$ cat src/hdl/eeprom_pkg.sv
package eeprom_pkg;

    localparam int QUARTER_CYCLES = 2;  // CLK cycles per quarter of an SCL period
    localparam int QUARTER_W = (QUARTER_CYCLES > 1) ? $clog2(QUARTER_CYCLES) : 1;

    localparam logic [3:0] DEVICE_TYPE = 4'b1010;

    typedef logic [10:0] ee_addr_t;
    typedef logic [7:0] ee_byte_t;
    typedef logic [QUARTER_W-1:0] quarter_cnt_t;
    typedef logic [1:0] quarter_idx_t;
    typedef logic [3:0] bit_cnt_t;  // 8 data bits, then the ack slot at 0

    // one-cycle strobes inside one SCL bit period
    typedef struct packed {
        logic low_mid;   // sda may change
        logic rise;
        logic high_mid;  // sample point, start/stop edge
        logic fall;
    } bit_phase_t;

    typedef enum logic {
        COND_START,
        COND_STOP
    } cond_kind_t;

    typedef struct packed {
        logic     go;
        logic     read;
        ee_byte_t tx_byte;
        logic     master_ack;  // 1 = nack after a received byte
    } shift_cmd_t;

    typedef struct packed {
        logic     done;
        ee_byte_t rx_byte;
        logic     slave_nack;
    } shift_rsp_t;

    typedef enum logic [3:0] {
        IDLE, START, CTRL_W, ADDR, DATA_W,
        RESTART, CTRL_R, DATA_R, STOP, FINISH
    } main_state_t;

endpackage

$ cat src/hdl/scl_phase_gen.sv
module scl_phase_gen (
    input  logic                   CLK,
    input  logic                   RESET,
    input  logic                   run,
    output logic                   scl,
    output eeprom_pkg::bit_phase_t phase
);
    import eeprom_pkg::*;

    quarter_cnt_t cnt;
    quarter_idx_t quarter;
    logic         tick;

    // end of the current quarter
    assign tick = run && (cnt == quarter_cnt_t'(QUARTER_CYCLES - 1));

    always_ff @(posedge CLK) begin
        if (RESET || !run) begin
            cnt     <= '0;
            quarter <= '0;
        end else if (tick) begin
            cnt     <= '0;
            quarter <= quarter + 1'b1;
        end else begin
            cnt <= cnt + 1'b1;
        end
    end

    // quarters 0,1 low, 2,3 high; bus idles high
    assign scl = !run || quarter[1];

    always_comb begin
        phase.low_mid  = tick && (quarter == 2'd0);
        phase.rise     = tick && (quarter == 2'd1);
        phase.high_mid = tick && (quarter == 2'd2);
        phase.fall     = tick && (quarter == 2'd3);
    end

endmodule

$ cat src/hdl/bus_condition.sv
module bus_condition (
    input  logic                   CLK,
    input  logic                   RESET,
    input  eeprom_pkg::bit_phase_t phase,
    input  logic                   cond_go,
    input  eeprom_pkg::cond_kind_t cond_kind,
    output logic                   sda_low,
    output logic                   cond_done
);
    import eeprom_pkg::*;

    typedef enum logic [1:0] {
        C_IDLE,
        C_BEGIN,
        C_BIT,
        C_END
    } cond_state_t;

    cond_state_t state;
    cond_kind_t  kind;

    always_ff @(posedge CLK) begin
        if (RESET) begin
            state   <= C_IDLE;
            sda_low <= 1'b0;
        end else begin
            case (state)
                C_IDLE: begin
                    if (cond_go) begin
                        kind  <= cond_kind;
                        state <= C_BEGIN;
                    end else if (phase.low_mid) begin
                        sda_low <= 1'b0;  // start level handed over to the shifter
                    end
                end
                C_BEGIN: begin
                    if (phase.low_mid) begin
                        sda_low <= (kind == COND_STOP);
                        state   <= C_BIT;
                    end
                end
                C_BIT: begin
                    if (phase.high_mid) begin
                        sda_low <= (kind == COND_START);  // edge while scl high
                        state   <= (kind == COND_STOP) ? C_IDLE : C_END;
                    end
                end
                default: begin
                    if (phase.fall) begin
                        state <= C_IDLE;
                    end
                end
            endcase
        end
    end

    assign cond_done = (state == C_END && phase.fall) ||
                       (state == C_BIT && kind == COND_STOP && phase.high_mid);

    a_go_when_idle: assert property (@(posedge CLK) disable iff (RESET)
        cond_go |-> state == C_IDLE)
        else $error("bus_condition: cond_go while a condition is running");

endmodule

$ cat src/hdl/byte_shifter.sv
module byte_shifter (
    input  logic                   CLK,
    input  logic                   RESET,
    input  eeprom_pkg::bit_phase_t phase,
    input  logic                   sda_in,
    input  eeprom_pkg::shift_cmd_t cmd,
    output logic                   sda_low,
    output eeprom_pkg::shift_rsp_t rsp
);
    import eeprom_pkg::*;

    ee_byte_t shreg;
    bit_cnt_t cnt;
    logic     busy;
    logic     read;
    logic     master_ack;
    logic     ack_q;
    logic     last_slot;

    assign last_slot = (cnt == '0);  // ninth bit, the acknowledge

    always_ff @(posedge CLK) begin
        if (RESET) begin
            busy    <= 1'b0;
            cnt     <= '0;
            sda_low <= 1'b0;
        end else if (!busy) begin
            if (cmd.go) begin
                busy       <= 1'b1;
                cnt        <= bit_cnt_t'(8);
                read       <= cmd.read;
                shreg      <= cmd.tx_byte;
                master_ack <= cmd.master_ack;
            end else if (phase.low_mid) begin
                sda_low <= 1'b0;  // drop the last ack level
            end
        end else begin
            if (phase.low_mid) begin
                if (!last_slot) begin
                    sda_low <= !read && !shreg[7];  // msb first
                end else begin
                    sda_low <= read && !master_ack;
                end
            end
            if (phase.high_mid) begin
                if (!last_slot) begin
                    shreg <= {shreg[6:0], sda_in};
                end else begin
                    ack_q <= sda_in;
                end
            end
            if (phase.fall) begin
                if (last_slot) begin
                    busy <= 1'b0;
                end else begin
                    cnt <= cnt - 1'b1;
                end
            end
        end
    end

    // on a send, shreg has shifted out completely and rx_byte holds the read-back
    assign rsp = shift_rsp_t'{
        done:       busy && last_slot && phase.fall,
        rx_byte:    shreg,
        slave_nack: ack_q
    };

    a_go_when_idle: assert property (@(posedge CLK) disable iff (RESET)
        cmd.go |-> !busy)
        else $error("byte_shifter: go while a byte is in flight");

endmodule

$ cat src/hdl/eeprom_ctrl.sv
module eeprom_ctrl (
    input  logic                   CLK,
    input  logic                   RESET,
    input  logic                   wr,
    input  logic                   rd,
    input  eeprom_pkg::ee_addr_t   addr,
    input  eeprom_pkg::ee_byte_t   wr_data,
    output logic                   run,
    output logic                   cond_go,
    output eeprom_pkg::cond_kind_t cond_kind,
    input  logic                   cond_done,
    input  logic                   cond_sda_low,
    output eeprom_pkg::shift_cmd_t shift_cmd,
    input  eeprom_pkg::shift_rsp_t shift_rsp,
    input  logic                   shift_sda_low,
    output logic                   sda_oe,
    output logic                   busy,
    output logic                   done,
    output logic                   nack,
    output eeprom_pkg::ee_byte_t   rd_data
);
    import eeprom_pkg::*;

    main_state_t state;
    logic        is_read;
    ee_addr_t    addr_q;
    ee_byte_t    data_q;
    logic        accept;

    assign accept = (state == IDLE) && (wr || rd);
    assign busy   = (state != IDLE);
    assign sda_oe = run && (cond_sda_low || shift_sda_low);

    // device type, block select from addr[10:8], r/w bit
    function automatic ee_byte_t ctrl_byte(input logic rnw);
        return {DEVICE_TYPE, addr_q[10:8], rnw};
    endfunction

    function automatic shift_cmd_t send(input ee_byte_t b);
        return shift_cmd_t'{go: 1'b1, read: 1'b0, tx_byte: b, master_ack: 1'b1};
    endfunction

    always_ff @(posedge CLK) begin
        if (RESET) begin
            state        <= IDLE;
            run          <= 1'b0;
            cond_go      <= 1'b0;
            cond_kind    <= COND_STOP;
            shift_cmd.go <= 1'b0;
            done         <= 1'b0;
            nack         <= 1'b0;
        end else begin
            cond_go      <= 1'b0;
            shift_cmd.go <= 1'b0;
            done         <= 1'b0;
            case (state)
                IDLE: begin
                    if (accept) begin
                        is_read   <= !wr;  // write wins if both strobes arrive
                        addr_q    <= addr;
                        data_q    <= wr_data;
                        nack      <= 1'b0;
                        run       <= 1'b1;
                        cond_go   <= 1'b1;
                        cond_kind <= COND_START;
                        state     <= START;
                    end
                end
                START: if (cond_done) begin
                    shift_cmd <= send(ctrl_byte(1'b0));
                    state     <= CTRL_W;
                end
                CTRL_W: if (shift_rsp.done) begin
                    shift_cmd <= send(addr_q[7:0]);
                    state     <= ADDR;
                end
                ADDR: if (shift_rsp.done) begin
                    if (is_read) begin
                        cond_go   <= 1'b1;
                        cond_kind <= COND_START;
                        state     <= RESTART;
                    end else begin
                        shift_cmd <= send(data_q);
                        state     <= DATA_W;
                    end
                end
                RESTART: if (cond_done) begin
                    shift_cmd <= send(ctrl_byte(1'b1));
                    state     <= CTRL_R;
                end
                CTRL_R: if (shift_rsp.done) begin
                    shift_cmd <= shift_cmd_t'{go: 1'b1, read: 1'b1, tx_byte: 8'hff,
                                              master_ack: 1'b1};
                    state     <= DATA_R;
                end
                DATA_W, DATA_R: if (shift_rsp.done) begin
                    if (state == DATA_R) begin
                        rd_data <= shift_rsp.rx_byte;
                    end
                    cond_go   <= 1'b1;
                    cond_kind <= COND_STOP;
                    state     <= STOP;
                end
                STOP: if (cond_done) begin
                    run   <= 1'b0;
                    done  <= 1'b1;
                    state <= FINISH;
                end
                default: state <= IDLE;  // FINISH holds the done pulse
            endcase

            // slave refused the byte so abort with a stop
            if (shift_rsp.done && shift_rsp.slave_nack &&
                (state inside {CTRL_W, ADDR, CTRL_R, DATA_W})) begin
                nack         <= 1'b1;
                shift_cmd.go <= 1'b0;
                cond_go      <= 1'b1;
                cond_kind    <= COND_STOP;
                state        <= STOP;
            end
        end
    end

    a_cond_done_expected: assert property (@(posedge CLK) disable iff (RESET)
        cond_done |-> state inside {START, RESTART, STOP})
        else $error("eeprom_ctrl: cond_done while no condition was issued");

endmodule

$ cat src/hdl/eeprom_wr.sv
module eeprom_wr (
    input  logic                 CLK,
    input  logic                 RESET,
    input  logic                 wr,
    input  logic                 rd,
    input  eeprom_pkg::ee_addr_t addr,
    input  eeprom_pkg::ee_byte_t wr_data,
    input  logic                 sda_in,
    output logic                 scl,
    output logic                 sda_oe,
    output logic                 busy,
    output logic                 done,
    output logic                 nack,
    output eeprom_pkg::ee_byte_t rd_data
);
    import eeprom_pkg::*;

    logic       run;
    bit_phase_t phase;
    logic       cond_go;
    cond_kind_t cond_kind;
    logic       cond_done;
    logic       cond_sda_low;
    shift_cmd_t shift_cmd;
    shift_rsp_t shift_rsp;
    logic       shift_sda_low;

    eeprom_ctrl i_ctrl (
        .CLK           (CLK),
        .RESET         (RESET),
        .wr            (wr),
        .rd            (rd),
        .addr          (addr),
        .wr_data       (wr_data),
        .run           (run),
        .cond_go       (cond_go),
        .cond_kind     (cond_kind),
        .cond_done     (cond_done),
        .cond_sda_low  (cond_sda_low),
        .shift_cmd     (shift_cmd),
        .shift_rsp     (shift_rsp),
        .shift_sda_low (shift_sda_low),
        .sda_oe        (sda_oe),
        .busy          (busy),
        .done          (done),
        .nack          (nack),
        .rd_data       (rd_data)
    );

    scl_phase_gen i_scl_phase_gen (
        .CLK   (CLK),
        .RESET (RESET),
        .run   (run),
        .scl   (scl),
        .phase (phase)
    );

    bus_condition i_bus_condition (
        .CLK       (CLK),
        .RESET     (RESET),
        .phase     (phase),
        .cond_go   (cond_go),
        .cond_kind (cond_kind),
        .sda_low   (cond_sda_low),
        .cond_done (cond_done)
    );

    byte_shifter i_byte_shifter (
        .CLK     (CLK),
        .RESET   (RESET),
        .phase   (phase),
        .sda_in  (sda_in),
        .cmd     (shift_cmd),
        .sda_low (shift_sda_low),
        .rsp     (shift_rsp)
    );

endmodule

$ cat config.mk
export PLATFORM = sky130hd
export DESIGN_NAME = eeprom_wr
export DESIGN_NICKNAME = d
export VERILOG_FILES = /design/src/hdl/eeprom_pkg.sv /design/src/hdl/scl_phase_gen.sv /design/src/hdl/bus_condition.sv /design/src/hdl/byte_shifter.sv /design/src/hdl/eeprom_ctrl.sv /design/src/hdl/eeprom_wr.sv
export SDC_FILE = /design/constraint.sdc
export NUM_CORES = 1
export LEC_CHECK = 0
export BUFFER_PORTS_ARGS = -buffer_cell sky130_fd_sc_hd__buf_4
export CAP_MARGIN = 25
export CORE_ASPECT_RATIO = 1.75
export CORE_MARGIN = 3
export CORE_UTILIZATION = 57
export DETAILED_ROUTE_END_ITERATION = 10
export GPL_ROUTABILITY_DRIVEN = 0
export PLACE_DENSITY = 0.8
export SLEW_MARGIN = 20
export SYNTH_ARGS = -nofsm -noshare
export SYNTH_HDL_FRONTEND = slang
export SYNTH_SLANG_ARGS = --single-unit
export TNS_END_PERCENT = 50
$ cat constraint.sdc
create_clock -name CLK -period 6.9 [get_ports CLK]
set_clock_uncertainty 0.15 [all_clocks]
set_input_delay 0 -clock CLK [delete_from_list [all_inputs] [get_ports CLK]]
set_output_delay 0 -clock CLK [all_outputs]
set_load 0.01 [all_outputs]
# After elaboration in Yosys (flattened, before gate mapping)
# Index checks and enable logic that the tools add are counted.
# totals
reg_bits	72
output_inout_bits	13
word_cells	195
# classes
add_sub_neg	3
n_eq_ne	40
mux	62
n_bitwise	4
reduce_logical	59
# op_table
cell	count
11-bit two-way mux	6
11-bit one-hot mux with 5 select lines	1
4-bit two-way mux	13
8-bit two-way mux	4
4-bit one-hot mux with 8 select lines	1
1-bit two-way mux	27
8-bit AND reduction	3
3-bit by 2-bit != test with 1-bit output, second input constant	7
2-bit by 1-bit != test with 1-bit output, second input constant	10
2-bit != test, second input constant	9
4-bit by 3-bit equality test with 1-bit output, second input constant	4
4-bit AND reduction	4
1-bit logical AND	15
3-bit AND reduction	5
4-bit nonzero test	3
2-bit two-way mux	5
5-bit AND reduction	2
1-bit one-hot mux with 3 select lines	3
2-bit equality test, second input constant	4
4-bit by 2-bit equality test with 1-bit output, second input constant	2
4-bit logical NOT	2
2-bit nonzero test	4
2-bit OR reduction	4
2-bit one-hot mux with 3 select lines	1
15 further kinds	29

# Logic depth before layout (Yosys ltp)
# logic_depth
ltp_word	7
mapped_depth	7
depth_no_buf	6

# Modules after synthesis
# Synthesis repeated with hierarchy kept, for this count alone.
# unflattened
hier_cells	264
area_unflattened_um2	3321.9
# modules_own_cells
module	n_inst	cells_each	area_per_inst_um2	seq_area_each_um2
eeprom_ctrl	1	152	2064.5	1341.3
byte_shifter	1	67	808.3	450.4
bus_condition	1	25	261.5	90.1
scl_phase_gen	1	20	187.7	60.1

# Worst setup path after synthesis
# Ideal clock, no wire load.
# synth_timing
kind	reg-to-reg
start	register i_ctrl.state[2]
end	register i_ctrl.addr_q[0] (enable)
setup_time_ns	0.397
arrival_ns	2.060
t_required_ns	6.353
setup_slack_ns	4.293
stages_incl_launch_ff	5
path_buffers	1
path_cell_list	dfxtp_1 buf_6 or4_4 o21bai_1 nor2_1
# synth_between
elab_chain_len	3
# synth_rtl
element	line	rtl
from (decl)	eeprom_ctrl.sv:24	main_state_t state;
from (signal assigned)	eeprom_ctrl.sv:45	state <= IDLE;
from (signal assigned)	eeprom_ctrl.sv:66	state <= START;
from (signal assigned)	eeprom_ctrl.sv:71	state <= CTRL_W;
4-bit logical NOT *	eeprom_ctrl.sv:30, eeprom_ctrl.sv:56	
1-bit logical AND	eeprom_ctrl.sv:30	assign accept = (state == IDLE) && (wr || rd);
3-bit AND reduction (no line) *	-	
to (signal assigned)	eeprom_ctrl.sv:60	addr_q <= addr;
to (decl)	eeprom_ctrl.sv:26	ee_addr_t addr_q;
# Every way passes the cells marked *; elsewhere a longest branch is shown, timed or not.
# A chain may end at the register's enable or synchronous reset.

# Worst setup path after layout
# layout_timing
start	register i_byte_shifter.busy
end	register, netlist name i_ctrl.shift_cmd[1]
# layout_between
elab_chain_len	4
elab_cells_between_ends	6
# layout_rtl
element	line	rtl
from (decl)	byte_shifter.sv:14	logic busy;
from (signal assigned)	byte_shifter.sv:24	busy <= 1'b0;
from (signal assigned)	byte_shifter.sv:29	busy <= 1'b1;
from (signal assigned)	byte_shifter.sv:54	busy <= 1'b0;
1-bit logical AND * (2 in series)	byte_shifter.sv:64	done: busy && last_slot && phase.fall,
2-bit by 1-bit != test with 1-bit output (no line)	-	
8-bit AND reduction (no line) *	-	
# Marked as above.

==> key figures <==
Outcome
  – Outcome: completed

Worst setup path
  – Worst path cell trace: and4_1, nand2_1, a311o_1, nor2_1
  – CP max stage cell: dfxtp_1
  – Worst reg2reg path endpoint: i_ctrl.shift_cmd[1]
  – Critical Path RT: 6.73 ns
  – R2R cell count: 4
  – Max incr delay on CP: 0.74 ns
  – CP Launch Type: flip-flop
  – CP top delay family: simple AND/OR/NAND/NOR gates
  – Crit Path Class: flip-flop to flip-flop
  – Crit path capture type: flip-flop
  – Critical Path Fanout Max: 21
  – Critical Path AT: 2.53 ns
  – R2r setup slk: 4.20 ns
  – Worst path bufs/invs: 0
  – RR Startpoint: i_byte_shifter.busy

Global routing
  – Vias in the first global route: 2,337
  – Total GRT Usage: 0.221
  – Initial antenna violation count: 0
  – GRT overflow: 0
  – Global-route wire length before repair: 11.2 mm
  – Pin count of the biggest net entering global routing: 22

STA
  – Max_slew headroom: 0.481
  – Min cycle time layout: 2.70 ns
  – RSZ-0062 raised after global routing: no
  – Final Hold Vio Count: 0
  – Final setup fails: 0
  – Fmax: 0.370 GHz
  – Final WS setup: 4.20 ns
  – Final Max Tran Viols: 0
  – Setup Total Neg Slack: 0 ns
  – Slew @ Worst Pin: 0.775 ns
  – Tcrit/Tclk final: 0.391

Min path
  – Hold path start: rd
  – Type of the worst min-delay path: input port to flip-flop
  – Worst Hold Endpoint: i_ctrl.nack
  – Worst hold path stage count: 4

Die
  – DIE WIDTH: 62.5 um
  – Initial core utilization: 0.595
  – Die Y: 105 um
  – FP Rows: 35
  – Ports: 37
  – Die area: 6550 um2
  – Core area: 5340 um2

Finish
  – Final Util: 0.738
  – Filler cells: 358
  – Antenna Cells: 0
  – FF/Latch Area: 1940 um2
  – Area Overhead vs Synth: 24.0%
  – Layout cells sized above 1: 0.204
  – Fin area: 3940 um2
  – Area of the multi-input gates: 1130 um2
  – Nets@finish: 357

Synthesis
  – Synthesized area: 3180 um2
  – Post-synthesis sequential area ratio: 0.611
  – Gate Count Post-Synth: 275
  – Synth warn: 0
  – Post-synth net total: 303
  – Fraction of registers with async set/reset: 0
  – Syn Area/Cell: 11.6 um2
  – Number of flops mapped to enable cells by yosys: 50
  – Ys flop type: edfxtp_1
  – Yosys cell types: 55
  – Seq cells post-synth: 72

Clock network
  – Worst-path clk slew: 0.07 ns
  – CTS buffer count: 9
  – Clock Latency Late Sink: 0.35 ns
  – H-tree levels: 3
  – Clock tree buffer depth: 2
  – CTS tree: built
  – Clock tree root driver cell: clkbuf_8
  – Sinks on Clock Net: 72
  – # Post-CTS Setup Buffers: 0

Pwr
  – LEAKAGE: 1.44 nW
  – Sw Share: 0.238
  – P_int: 0.783 mW
  – Maximum VDD drop: 220 uV
  – NetSw: 0.244 mW
  – Seq pwr share: 0.499
  – Total power: 1.03 mW
  – Clk pwr share: 0.392
  – Combinational Power Share: 0.109
  – Power per standard cell area: 260 nW/um2

Detailed routing
  – DR vias/cell: 5.78
  – Routed Antenna Nets: 0
  – DR vias: 2,357
  – Initial DRC Count: 112
  – WL/cell: 16.4 um
  – Final WL: 6.70 mm
  – 1st-pass router iterations: 4
  – DRC: 0

Placed design
  – Area post-placement: 3480 um2
  – Pre-CTS setup slack: 4.21 ns
  – HPWL after DPL: 4.28 mm
  – Buffers on Ports: 36

Run
  – Maxcap violations: 0
-- area by class of cell --
type / instances / area share
clock buffers: 10 / 0.0324
clock inverters: 6 / 0.0292
inverters: 11 / 0.0105
multi-input cells: 176 / 0.286
flip-flops and latches: 72 / 0.493
well taps: 74 / 0.0235
repair buffers: 59 / 0.126
-- registers in the layout, indices dropped and copies added (netlist names) --
register / cells
i_bus_condition.sda_low: 1
i_byte_shifter.ack_q: 1
i_byte_shifter.shreg: 8
i_ctrl.addr_q: 11
i_bus_condition.state: 2
i_ctrl.shift_cmd: 11
i_ctrl.cond_kind: 1
i_byte_shifter.read: 1
i_scl_phase_gen.cnt: 1
i_byte_shifter.master_ack: 1
i_byte_shifter.sda_low: 1
i_ctrl.run: 1
i_ctrl.data_q: 8
i_scl_phase_gen.quarter: 2
i_byte_shifter.busy: 1
i_bus_condition.kind: 1
i_ctrl.cond_go: 1
i_ctrl.rd_data: 8
i_ctrl.is_read: 1
i_byte_shifter.cnt: 4
i_ctrl.done: 1
i_ctrl.nack: 1
i_ctrl.state: 4
-- layer usage --
| layer | wire length (um) | share of wire | global-route usage | vias up |
|---|---|---|---|---|
| met5 | 0 | 0 | 0 | - |
| met3 | 268 | 0.040 | 0.0548 | 14 |
| met4 | 165 | 0.025 | 0.0853 | 0 |
| met2 | 3780 | 0.56 | 0.404 | 71 |
| met1 | 2480 | 0.37 | 0.240 | 1140 |
| li1 | - | - | - | 1132 |
-- Yosys cell counts (4+ instances only) --
library cell	count	area [um2]
edfxtp_1	50	1500
nor2_1	27	101
dfxtp_1	22	440
a21oi_1	19	95.1
nor3_1	14	70.1
nand2_1	12	45.0
clkbuf_1	11	41.3
inv_1	10	37.5
and3_1	8	50.1
mux2_2	8	90.1
nand3_1	7	35.0
nor2b_1	7	43.8
o21ai_0	7	35.0
nand2b_1	5	31.3
a221oi_1	4	35.0
ha_1	4	50.1
-- layout by cell type, fill, tap and decap left out, types with 4 or more instances in the layout --
master	count
clkbuf_8	9
dfxtp_1	22
nor2_1	27
nand2b_1	5
nor2b_1	7
a221oi_1	4
inv_1	10
o21ai_0	7
edfxtp_1	50
buf_4	37
nand2_1	12
nor3_1	14
dlygate4sd3_1	22
and3_1	8
ha_1	4
mux2_2	8
nand3_1	7
a21oi_1	19
-- stage by stage --
stage	std cells	hold slack (ns)
detailed placement	370	0.0295
global placement	370	0.0279
global route	408	0.0177
finish	408	0.0000999
floorplan	275	-0.0511
CTS	408	0.00473
-- kinds of logic (layout without fill, tap and decap cells) --
group / Yosys count / after routing / synth area share
AO/OA/AOI/OAI: 59 / 59 / 0.128
XOR/XNOR: 2 / 2 / 0.00551
adder cells (fa/ha/maj): 4 / 4 / 0.0157
buffers and inverters: 27 / 86 / 0.0354
flip-flops: 72 / 72 / 0.611
multiplexers: 11 / 11 / 0.0378
AND/OR/NAND/NOR: 100 / 100 / 0.167
-- worst register-to-register path, cell delays in order, from the launching register on --
cell and delay [ns]:
dfxtp_1 0.74, and4_1 0.37, nand2_1 0.12, a311o_1 0.34, nor2_1 0.61
-- worst max path at each step --
stage / cells after the start / slack [ns] / to / start
floorplan: 4 / 4.29 / i_ctrl.addr_q[0] / i_ctrl.state[2]
global placement: 4 / 4.31 / i_ctrl.shift_cmd[3] / i_byte_shifter.busy
detailed placement: 4 / 4.21 / i_ctrl.shift_cmd[3] / i_byte_shifter.busy
CTS: 4 / 4.21 / i_ctrl.shift_cmd[1] / i_byte_shifter.busy
global route: 6 / 4.03 / i_ctrl.shift_cmd[9] / i_byte_shifter.cnt[0]
finish: 4 / 4.20 / i_ctrl.shift_cmd[1] / i_byte_shifter.busy
-- power by group through the flow --
stage	clock (mW)	combinational, mW	sequential [mW]
floorplan	0	0.0850	0.501
global placement	0	0.0963	0.518
detailed placement	0	0.0979	0.519
CTS	0.404	0.109	0.510
global route	0.426	0.124	0.515
finish	0.403	0.112	0.512
-- what timing repair did --
action / in CTS / in global routing
hold endpoints to repair: 34 / 0
hold buffers: 22 / 0
resized for setup: 0 / 0
No activity file was read; power rests on OpenSTA's default activity.
